**config.mk**
```make
export PLATFORM = sky130hd
export DESIGN_NAME = ControlFlowCore
export DESIGN_NICKNAME = d
export VERILOG_FILES = /design/src/hw/JZJCoreFTypes.sv /design/src/hw/CoreStatePkg.sv /design/src/hw/InstructionDecoder.sv /design/src/hw/BranchALU.sv /design/src/hw/RegisterFile.sv /design/src/hw/RetireCounter.sv /design/src/hw/CoreControl.sv /design/src/hw/ControlFlowCore.sv
export SDC_FILE = /design/constraint.sdc
export NUM_CORES = 2
export LEC_CHECK = 0
export BUFFER_PORTS_ARGS = -buffer_cell sky130_fd_sc_hd__buf_2
export CORE_AREA = 2 2 378 380
export CTS_BUF_LIST = sky130_fd_sc_hd__clkbuf_8
export DETAILED_ROUTE_END_ITERATION = 12
export DIE_AREA = 0 0 380 382
export PLACE_DENSITY = 0.75
export SKIP_LAST_GASP = 1
export SYNTH_ARGS = -nofsm -noshare
export SYNTH_HDL_FRONTEND = slang
export SYNTH_SLANG_ARGS = --single-unit
```
**constraint.sdc**
```tcl
create_clock -name clock -period 9.3 [get_ports clock]
set_input_delay 0.93 -clock clock [delete_from_list [all_inputs] [get_ports clock]]
set_output_delay 0.93 -clock clock [all_outputs]
set_load 0.01 [all_outputs]
```
**src/hw/JZJCoreFTypes.sv**
```systemverilog
`default_nettype none

package JZJCoreFTypes;

	// Major opcodes handled by the control-flow slice
	typedef enum logic [6:0]
	{
		JALOP = 7'b1101111,
		JALROP = 7'b1100111,
		BRANCHOP = 7'b1100011
	} Opcode_t;

	typedef logic [2:0] Funct3_t; // Branch condition select

	// How the BranchALU picks the next PC
	typedef enum logic [1:0]
	{
		JAL,
		JALR,
		BRANCH,
		INCREMENT // Illegal instructions just step past
	} BranchALUMode_t;

	typedef struct packed
	{
		BranchALUMode_t branchALUMode;
		Funct3_t funct3;
		logic [4:0] rs1Index;
		logic [4:0] rs2Index;
		logic [4:0] rdIndex;
		logic writesRd; // Only jal/jalr with rd != x0
		logic illegal;
		logic [31:0] immediateJ;
		logic [31:0] immediateI;
		logic [31:0] immediateB;
	} DecodedInstr_t;

endpackage

`default_nettype wire

```
**src/hw/CoreStatePkg.sv**
```systemverilog
`default_nettype none

package CoreStatePkg;

	// One instruction in flight, one state per step
	typedef enum logic [1:0]
	{
		IDLE,
		DECODE,
		EXECUTE,
		RETIRE
	} CoreState_t;

	typedef struct packed
	{
		logic enable;
		logic [4:0] index;
		logic [31:0] data;
	} RegWrite_t;

	// Everything observable about one retired instruction
	typedef struct packed
	{
		logic [31:0] pc;
		logic [31:0] nextPc;
		logic [4:0] rdIndex;
		logic [31:0] rdValue; // Zero unless rdWritten
		logic rdWritten;
		logic taken;
		logic illegal;
	} RetireRecord_t;

endpackage

`default_nettype wire

```
**src/hw/InstructionDecoder.sv**
```systemverilog
`timescale 1ns/1ps
`default_nettype none

module InstructionDecoder
(
	input logic [31:0] instruction,
	output JZJCoreFTypes::DecodedInstr_t decoded
);

JZJCoreFTypes::Opcode_t opcode;

assign opcode = JZJCoreFTypes::Opcode_t'(instruction[6:0]);

always_comb
begin
	// Fixed field positions, sliced regardless of format
	decoded.funct3 = instruction[14:12];
	decoded.rs1Index = instruction[19:15];
	decoded.rs2Index = instruction[24:20];
	decoded.rdIndex = instruction[11:7];

	// J immediate, bits scrambled per spec
	decoded.immediateJ = {{12{instruction[31]}}, instruction[19:12], instruction[20],
		instruction[30:21], 1'b0};
	decoded.immediateI = {{20{instruction[31]}}, instruction[31:20]};
	decoded.immediateB = {{20{instruction[31]}}, instruction[7], instruction[30:25],
		instruction[11:8], 1'b0}; // Always even

	// Defaults describe an illegal instruction
	decoded.branchALUMode = JZJCoreFTypes::INCREMENT;
	decoded.writesRd = 1'b0;
	decoded.illegal = 1'b0;

	case (opcode)
		JZJCoreFTypes::JALOP:
		begin
			decoded.branchALUMode = JZJCoreFTypes::JAL;
			decoded.writesRd = instruction[11:7] != 5'd0; // Link to x0 is discarded
		end
		JZJCoreFTypes::JALROP:
		begin
			if (instruction[14:12] != 3'b000)
				decoded.illegal = 1'b1; // jalr needs funct3 000
			else
			begin
				decoded.branchALUMode = JZJCoreFTypes::JALR;
				decoded.writesRd = instruction[11:7] != 5'd0;
			end
		end
		JZJCoreFTypes::BRANCHOP:
		begin
			if (instruction[14:13] == 2'b01)
				decoded.illegal = 1'b1; // 010 and 011 are unassigned
			else
				decoded.branchALUMode = JZJCoreFTypes::BRANCH;
		end
		default: decoded.illegal = 1'b1; // Not control flow
	endcase
end

endmodule

`default_nettype wire

```
**src/hw/BranchALU.sv**
```systemverilog
`timescale 1ns/1ps
`default_nettype none

module BranchALU
(
	input JZJCoreFTypes::BranchALUMode_t branchALUMode,
	input JZJCoreFTypes::Funct3_t funct3,

	input logic [31:0] immediateJ,
	input logic [31:0] immediateI,
	input logic [31:0] immediateB,

	input logic [31:0] rs1,
	input logic [31:0] rs2,
	input logic [31:0] pcOfInstruction,

	output logic [31:0] programCounterInput,
	output logic [31:0] branchALUOutput, // Link value
	output logic branchTaken // Condition result only
);

logic [31:0] nextSequentialPc;
logic [31:0] nextJalPc;
logic [31:0] jalrSum;
logic [31:0] nextJalrPc;
logic [31:0] nextBranchPc;

assign nextSequentialPc = pcOfInstruction + 32'd4;
assign nextJalPc = pcOfInstruction + immediateJ;
assign jalrSum = rs1 + immediateI;
assign nextJalrPc = {jalrSum[31:1], 1'b0}; // Spec clears bit 0
assign nextBranchPc = pcOfInstruction + immediateB;

// Only jal/jalr consume it, everyone else ignores it
assign branchALUOutput = nextSequentialPc;

always_comb
begin
	case (funct3)
		3'b000: branchTaken = rs1 == rs2; // beq
		3'b001: branchTaken = rs1 != rs2; // bne
		3'b100: branchTaken = $signed(rs1) < $signed(rs2); // blt
		3'b101: branchTaken = $signed(rs1) >= $signed(rs2); // bge
		3'b110: branchTaken = rs1 < rs2; // bltu
		3'b111: branchTaken = rs1 >= rs2; // bgeu
		default: branchTaken = 1'b0; // Decoder already flagged these illegal
	endcase
end

always_comb
begin
	unique case (branchALUMode)
		JZJCoreFTypes::JAL: programCounterInput = nextJalPc;
		JZJCoreFTypes::JALR: programCounterInput = nextJalrPc;
		JZJCoreFTypes::BRANCH:
			programCounterInput = branchTaken ? nextBranchPc : nextSequentialPc;
		JZJCoreFTypes::INCREMENT: programCounterInput = nextSequentialPc;
	endcase
end

endmodule

`default_nettype wire

```
**src/hw/RegisterFile.sv**
```systemverilog
`timescale 1ns/1ps
`default_nettype none

module RegisterFile
(
	input logic clock,
	input logic rstN,

	input logic [4:0] rs1Index,
	input logic [4:0] rs2Index,
	output logic [31:0] rs1Value,
	output logic [31:0] rs2Value,

	input CoreStatePkg::RegWrite_t coreWrite,
	input CoreStatePkg::RegWrite_t debugWrite // Preload path, used while idle
);

logic [31:0] regs [32];
CoreStatePkg::RegWrite_t selWrite;

// Core write wins over the debug port
assign selWrite = coreWrite.enable ? coreWrite : debugWrite;

always_ff @(posedge clock)
begin
	if (!rstN)
	begin
		for (int i = 0; i < 32; i++)
			regs[i] <= 32'd0;
	end
	else if (selWrite.enable && (selWrite.index != 5'd0)) // x0 never written
		regs[selWrite.index] <= selWrite.data;
end

assign rs1Value = (rs1Index == 5'd0) ? 32'd0 : regs[rs1Index];
assign rs2Value = (rs2Index == 5'd0) ? 32'd0 : regs[rs2Index];

// Decoder drops rd = x0, so the core side should never try it
coreWriteNotX0: assert property (@(posedge clock) disable iff (!rstN)
	coreWrite.enable |-> coreWrite.index != 5'd0);

endmodule

`default_nettype wire

```
**src/hw/RetireCounter.sv**
```systemverilog
`timescale 1ns/1ps
`default_nettype none

module RetireCounter
#(
	parameter int CountWidth = 32
)
(
	input logic clock,
	input logic rstN,

	input logic retire,
	input logic taken,

	output logic [CountWidth - 1:0] retireCount,
	output logic [CountWidth - 1:0] redirectCount
);

// Both wrap silently at the top
always_ff @(posedge clock)
begin
	if (!rstN)
	begin
		retireCount <= '0;
		redirectCount <= '0;
	end
	else if (retire)
	begin
		retireCount <= retireCount + 1'b1;
		if (taken)
			redirectCount <= redirectCount + 1'b1; // PC left the sequential path
	end
end

endmodule

`default_nettype wire

```
**src/hw/CoreControl.sv**
```systemverilog
`timescale 1ns/1ps
`default_nettype none

module CoreControl
#(
	parameter logic [31:0] ResetVector = 32'd0
)
(
	input logic clock,
	input logic rstN,
	input logic instrValid,
	input logic [31:0] instruction,

	input JZJCoreFTypes::DecodedInstr_t decoded,
	output logic [31:0] rawInstruction,

	input logic [31:0] rs1Value,
	input logic [31:0] rs2Value,
	output logic [4:0] rs1Index,
	output logic [4:0] rs2Index,

	output JZJCoreFTypes::BranchALUMode_t branchALUMode,
	output JZJCoreFTypes::Funct3_t funct3,
	output logic [31:0] immediateJ,
	output logic [31:0] immediateI,
	output logic [31:0] immediateB,
	output logic [31:0] rs1,
	output logic [31:0] rs2,
	output logic [31:0] pcOfInstruction,
	input logic [31:0] programCounterInput,
	input logic [31:0] branchALUOutput,
	input logic branchTaken,

	output CoreStatePkg::RegWrite_t coreWrite,

	output logic ready,
	output logic retire,
	output CoreStatePkg::RetireRecord_t retireRecord,
	output logic taken,
	output logic [31:0] pc
);

CoreStatePkg::CoreState_t state;
JZJCoreFTypes::DecodedInstr_t decodedReg;
logic [31:0] rs1Reg;
logic [31:0] rs2Reg;
logic [31:0] nextPcReg;
logic [31:0] linkReg;
logic [31:0] pcPlus4;

// Control state
always_ff @(posedge clock)
begin
	if (!rstN)
	begin
		state <= CoreStatePkg::IDLE;
		pc <= ResetVector;
	end
	else
	begin
		unique case (state)
			CoreStatePkg::IDLE: if (instrValid) state <= CoreStatePkg::DECODE;
			CoreStatePkg::DECODE: state <= CoreStatePkg::EXECUTE;
			CoreStatePkg::EXECUTE: state <= CoreStatePkg::RETIRE;
			CoreStatePkg::RETIRE:
			begin
				state <= CoreStatePkg::IDLE;
				pc <= nextPcReg; // PC moves as the instruction retires
			end
		endcase
	end
end

// Payload pipeline, each stage loads in its own state
always_ff @(posedge clock)
begin
	if ((state == CoreStatePkg::IDLE) && instrValid)
		rawInstruction <= instruction;
	if (state == CoreStatePkg::DECODE)
	begin
		decodedReg <= decoded;
		rs1Reg <= rs1Value; // Read ports follow the live decode
		rs2Reg <= rs2Value;
	end
	if (state == CoreStatePkg::EXECUTE)
	begin
		nextPcReg <= programCounterInput;
		linkReg <= branchALUOutput;
	end
end

assign rs1Index = decoded.rs1Index;
assign rs2Index = decoded.rs2Index;

// BranchALU sees only registered operands
assign branchALUMode = decodedReg.branchALUMode;
assign funct3 = decodedReg.funct3;
assign immediateJ = decodedReg.immediateJ;
assign immediateI = decodedReg.immediateI;
assign immediateB = decodedReg.immediateB;
assign rs1 = rs1Reg;
assign rs2 = rs2Reg;
assign pcOfInstruction = pc;

assign ready = state == CoreStatePkg::IDLE;
assign retire = state == CoreStatePkg::RETIRE;

assign pcPlus4 = pc + 32'd4;
assign taken = nextPcReg != pcPlus4; // Any non-sequential next PC

assign coreWrite.enable = retire && decodedReg.writesRd;
assign coreWrite.index = decodedReg.rdIndex;
assign coreWrite.data = linkReg;

always_comb
begin
	retireRecord.pc = pc;
	retireRecord.nextPc = nextPcReg;
	retireRecord.rdIndex = decodedReg.rdIndex;
	retireRecord.rdValue = decodedReg.writesRd ? linkReg : 32'd0;
	retireRecord.rdWritten = decodedReg.writesRd;
	retireRecord.taken = taken;
	retireRecord.illegal = decodedReg.illegal;
end

retirePulse: assert property (@(posedge clock) disable iff (!rstN)
	retire |=> !retire && ready);

readyOnlyIdle: assert property (@(posedge clock) disable iff (!rstN)
	ready |-> state == CoreStatePkg::IDLE);

// ALU result gets latched at the end of EXECUTE
aluModeKnown: assert property (@(posedge clock) disable iff (!rstN)
	(state == CoreStatePkg::EXECUTE) |-> !$isunknown(branchALUMode));

endmodule

`default_nettype wire

```
**src/hw/ControlFlowCore.sv**
```systemverilog
`timescale 1ns/1ps
`default_nettype none

module ControlFlowCore
#(
	parameter logic [31:0] ResetVector = 32'd0,
	parameter int CountWidth = 32
)
(
	input logic clock,
	input logic rstN,
	input logic instrValid, // One-cycle strobe
	input logic [31:0] instruction,
	input CoreStatePkg::RegWrite_t debugWrite,
	output logic ready,
	output logic retire,
	output CoreStatePkg::RetireRecord_t retireRecord,
	output logic [31:0] pc,
	output logic [CountWidth - 1:0] retireCount,
	output logic [CountWidth - 1:0] redirectCount
);

JZJCoreFTypes::DecodedInstr_t decoded;
logic [31:0] rawInstruction;
logic [4:0] rs1Index;
logic [4:0] rs2Index;
logic [31:0] rs1Value;
logic [31:0] rs2Value;
JZJCoreFTypes::BranchALUMode_t branchALUMode;
JZJCoreFTypes::Funct3_t funct3;
logic [31:0] immediateJ;
logic [31:0] immediateI;
logic [31:0] immediateB;
logic [31:0] rs1;
logic [31:0] rs2;
logic [31:0] pcOfInstruction;
logic [31:0] programCounterInput;
logic [31:0] branchALUOutput;
logic branchTaken;
CoreStatePkg::RegWrite_t coreWrite;
logic taken;

InstructionDecoder u_InstructionDecoder (.instruction(rawInstruction), .decoded(decoded));

BranchALU u_BranchALU (.*);

RegisterFile u_RegisterFile (.*);

RetireCounter #(.CountWidth(CountWidth)) u_RetireCounter (.*);

CoreControl #(.ResetVector(ResetVector)) u_CoreControl (.*);

endmodule

`default_nettype wire

```
==> impl_metrics.tcl <==
set metrics [dict create \
    via_count_of_the_first_global_routing_pass 49400 \
    number_of_unique_standard_cell_types_used_by_synthesis 85 \
    numCtsBuffers 211 \
    cts.htree.levels 4 \
    post_drt_via_cell_ratio 6.70 \
    die_x_um 380 \
    synth-edff-count 1213 \
    grt_start_max_net_pins 114 \
    cp.arrival_ns 5.13 \
    asyncSetResetFlopFracSynth_pct 0 \
    detail_route.drc_violations 0 \
    slew_viols_final 0 \
    max_cap_viol 0 \
    final.min_clock_period_ns 6.06 \
    floorplan.initialDensity_pct 49.7 \
    placement.io_buffers 274 \
    slowest_cell_on_crit_path "sky130_fd_sc_hd__nor4_1" \
    tns_ns 0 \
    drt.antenna.violating_nets 0 \
    cts_repair_resize_count 0 \
    crit_top_cell "sky130_fd_sc_hd__or4_1" \
    cts-root-to-sink-buffers 3 \
    detailed_place.area_um2 73400 \
    synthFlopType "sky130_fd_sc_hd__edfxtp_1" \
    clock.fmax_ghz 0.165 \
    globalplace.congestion 0.971 \
    min-delay-path-class "in -> reg" \
    critical_path.top_delay_family "simple AND/OR/NAND/NOR gates" \
    final-setup-viol-count 0 \
    critical-path-max-stage-delay_ns 0.96 \
    rsz0062_at_grt "no" \
    pin_slew_with_the_least_headroom_to_its_limit_ns 1.33 \
    vdd_drop_max_uv 187 \
    die-area_um2 145000 \
    buffering_stage_count_on_the_worst_path_with_inverters_included 1 \
    clock_tree_from_tritoncts "done" \
    finalClockSkew_ns 0.0696 \
    share_of_synthesized_area_occupied_by_flip_flops_and_latches_pct 54.8 \
    cts.sinks 1311 \
    clk_pin_slew_worst_paths_ns 0.07 \
    detailed_place_hpwl_mm 144 \
    detail_route.first_pass.iterations 8 \
    drt_first_iter_violations 7964 \
    worst_slew_margin_relative_to_its_limit_pct 9.26 \
    syn2layout_area_growth_pct 10.1 \
    finish.instance_area_um2 77100 \
    p_leak_uw 0.0281 \
    crit_path_cell_trace "nand4_1 -> nor4_1 -> mux2i_1 -> o21ai_0 -> or4_1 -> or4b_4 -> or4_1 -> buf_2" \
    worst_ep_required_time_ns 8.37 \
    core.rowCount 138 \
    timing.critical_path.to_type "output pin" \
    antenna_found_initial 12 \
    synth.mux.area_fraction_pct 21.1 \
    period_share_pct 65.2 \
    wl_per_cell_um 30.5 \
    floorplan.die.height_um 382 \
    xor_xnor_share_of_the_synthesized_area_pct 2.37 \
    utilization_pct 54.7 \
    critical_path.max_fanout 12 \
    top_level_ports 275 \
    routed_wirelength_mm 229 \
    grt_pass1_wl_mm 331 \
    post_synth_inst_count 5314 \
    groute.usage.overall_pct 31.1 \
    synth_area_um2 70000 \
    clkLatencyLatePin_ns 0.98 \
    post_cts.repair.setup_buffers 0 \
    core_region_area_um2 141000 \
    cts_root_buf "sky130_fd_sc_hd__clkbuf_8" \
    critPathLaunchType "flop" \
    post_synth_fa_ha_maj_area_fraction_pct 2.09 \
    num_vias 50300 \
    num-nets-final 5642 \
    share_of_post_route_cells_with_drive_strength_above_1_pct 23.4 \
    critical_path_class "reg -> out" \
    post_synth_and_or_nand_nor_area_fraction_pct 10.7 \
    placed_cells 7131 \
    number_of_hold_violations_in_the_final_report 0 \
    postSynthRegisterBits 1311 \
    grt_residual_overflow 0 \
    post_synth.cell_area_avg_um2 13.2 \
    ctsHoldBuffers 0 \
    share_of_the_synthesized_area_in_compound_gates_ao_oa_aoi_oai_pct 5.60 \
    yosys_warnings 0 \
    synth_top_family_by_area "multiplexers" \
    status "complete, no violations" \
    power_density_nw_per_um2 235 \
    finalNonFillerCells 7510 \
]
[cells in the mapped netlist (44+ instances only)]
cell type / instances / area, µm²
sky130_fd_sc_hd__edfxtp_1: 1213 / 36400
sky130_fd_sc_hd__nor2_1: 1207 / 4530
sky130_fd_sc_hd__mux4_2: 528 / 11900
sky130_fd_sc_hd__clkbuf_1: 368 / 1380
sky130_fd_sc_hd__mux2i_1: 242 / 2420
sky130_fd_sc_hd__nand2_1: 178 / 668
sky130_fd_sc_hd__a21oi_1: 150 / 751
sky130_fd_sc_hd__ha_1: 112 / 1400
sky130_fd_sc_hd__dfxtp_1: 98 / 1960
sky130_fd_sc_hd__inv_1: 85 / 319
sky130_fd_sc_hd__xnor2_1: 80 / 701
sky130_fd_sc_hd__o21ai_0: 77 / 385
sky130_fd_sc_hd__buf_1: 73 / 274
sky130_fd_sc_hd__xor2_1: 73 / 639
sky130_fd_sc_hd__nand3_1: 72 / 360
sky130_fd_sc_hd__a211oi_1: 56 / 420
sky130_fd_sc_hd__nor3_1: 48 / 240
sky130_fd_sc_hd__and2_1: 45 / 282
sky130_fd_sc_hd__mux2_2: 44 / 495
[per-stage QoR]
step	setup slack, ns	hold slack, ns	total power, µW
2_1_floorplan	4.82	0.400	11500
3_3_place_gp	4.04	0.403	13300
3_5_place_dp	3.94	0.406	13500
4_1_cts	3.26	0.0578	18000
5_1_grt	2.96	0.0995	18700
6_report	3.24	0.123	18100
[flip-flops by register name, indices dropped and copies added (netlist names), 4 cells and up]
signal,flops
u_CoreControl.rawInstruction,32
u_RetireCounter.retireCount,32
u_CoreControl.linkReg,32
u_RetireCounter.redirectCount,32
u_CoreControl.immediateI,12
u_RegisterFile.regs,1024
u_CoreControl.rs2,32
u_CoreControl.coreWrite,4
u_CoreControl.pc,32
u_CoreControl.immediateJ,6
u_CoreControl.rs1,32
u_CoreControl.nextPcReg,32
[layer usage]
| layer | global-route usage [%] | share of wire [%] |
|---|---|---|
| met5 | 0 | 0.049 |
| met1 | 39.1 | 33 |
| met3 | 9.85 | 15 |
| met4 | 16.1 | 5.8 |
| met2 | 48.5 | 46 |
[worst paths after layout]
path                                         start                                 to  slack (ns)  cells past startpoint
setup / recovery              u_CoreControl.pc[10]                    retireRecord[1]        3.24                      8
hold / removal                     instruction[17]   u_CoreControl.rawInstruction[17]        0.12                      1
setup reg to reg              u_CoreControl.pc[10]  u_RetireCounter.redirectCount[28]        3.91                     10
hold reg to reg   u_CoreControl.rawInstruction[27]        u_CoreControl.immediateI[7]        0.41                      0
[cells by family (layout without fill, tap and decap cells)]
| family | Yosys count | after routing |
|---|---|---|
| other | 1 | 36 |
| multiplexers | 814 | 814 |
| XOR/XNOR | 167 | 167 |
| AO/OA/AOI/OAI | 579 | 579 |
| AND/OR/NAND/NOR | 1753 | 1753 |
| flip-flops | 1311 | 1311 |
| buffers and inverters | 574 | 845 |
| adder cells (fa/ha/maj) | 115 | 115 |
[area by class of cell]
type	instances	area [µm²]
sequential	1311	38400
clock buffer	217	2990
fill	11300	63800
clock inverter	158	758
antenna	4	10.0
timing repair buffer	385	2280
tap	1890	2360
inverter	85	322
multi-input combinational	3460	30000
[worst register-to-register path, stage by stage, from the launching register on]
cell and delay, ns:
sky130_fd_sc_hd__dfxtp_1 0.61, sky130_fd_sc_hd__nand4_1 0.55, sky130_fd_sc_hd__nor4_1 0.38, sky130_fd_sc_hd__buf_4 0.23
sky130_fd_sc_hd__a21boi_0 0.12, sky130_fd_sc_hd__or4b_2 0.67, sky130_fd_sc_hd__a2111oi_0 0.80, sky130_fd_sc_hd__nand4_1 0.47
sky130_fd_sc_hd__o2111ai_1 1.09, sky130_fd_sc_hd__o21ai_0 0.24, sky130_fd_sc_hd__a21oi_1 0.17
[report_power, final]
group | internal (µW) | total [µW] | switching (µW) | leakage (µW)
clock network | 2210 | 4600 | 2390 | 0.00216
logic | 2420 | 5980 | 3560 | 0.0128
registers | 7080 | 7550 | 472 | 0.0131
total | 11700 | 18100 | 6410 | 0.0281
[layout by cell type (no fill, tap or decap), drive strengths merged, types with 112 or more instances in the layout]
cell type / count
nand2: 178
inv: 164
a21oi: 150
clkbuf: 217
nor2: 1207
edfxtp: 1213
mux2i: 242
ha: 112
mux4: 528
buf: 385
(Power assumes the default switching activity.)
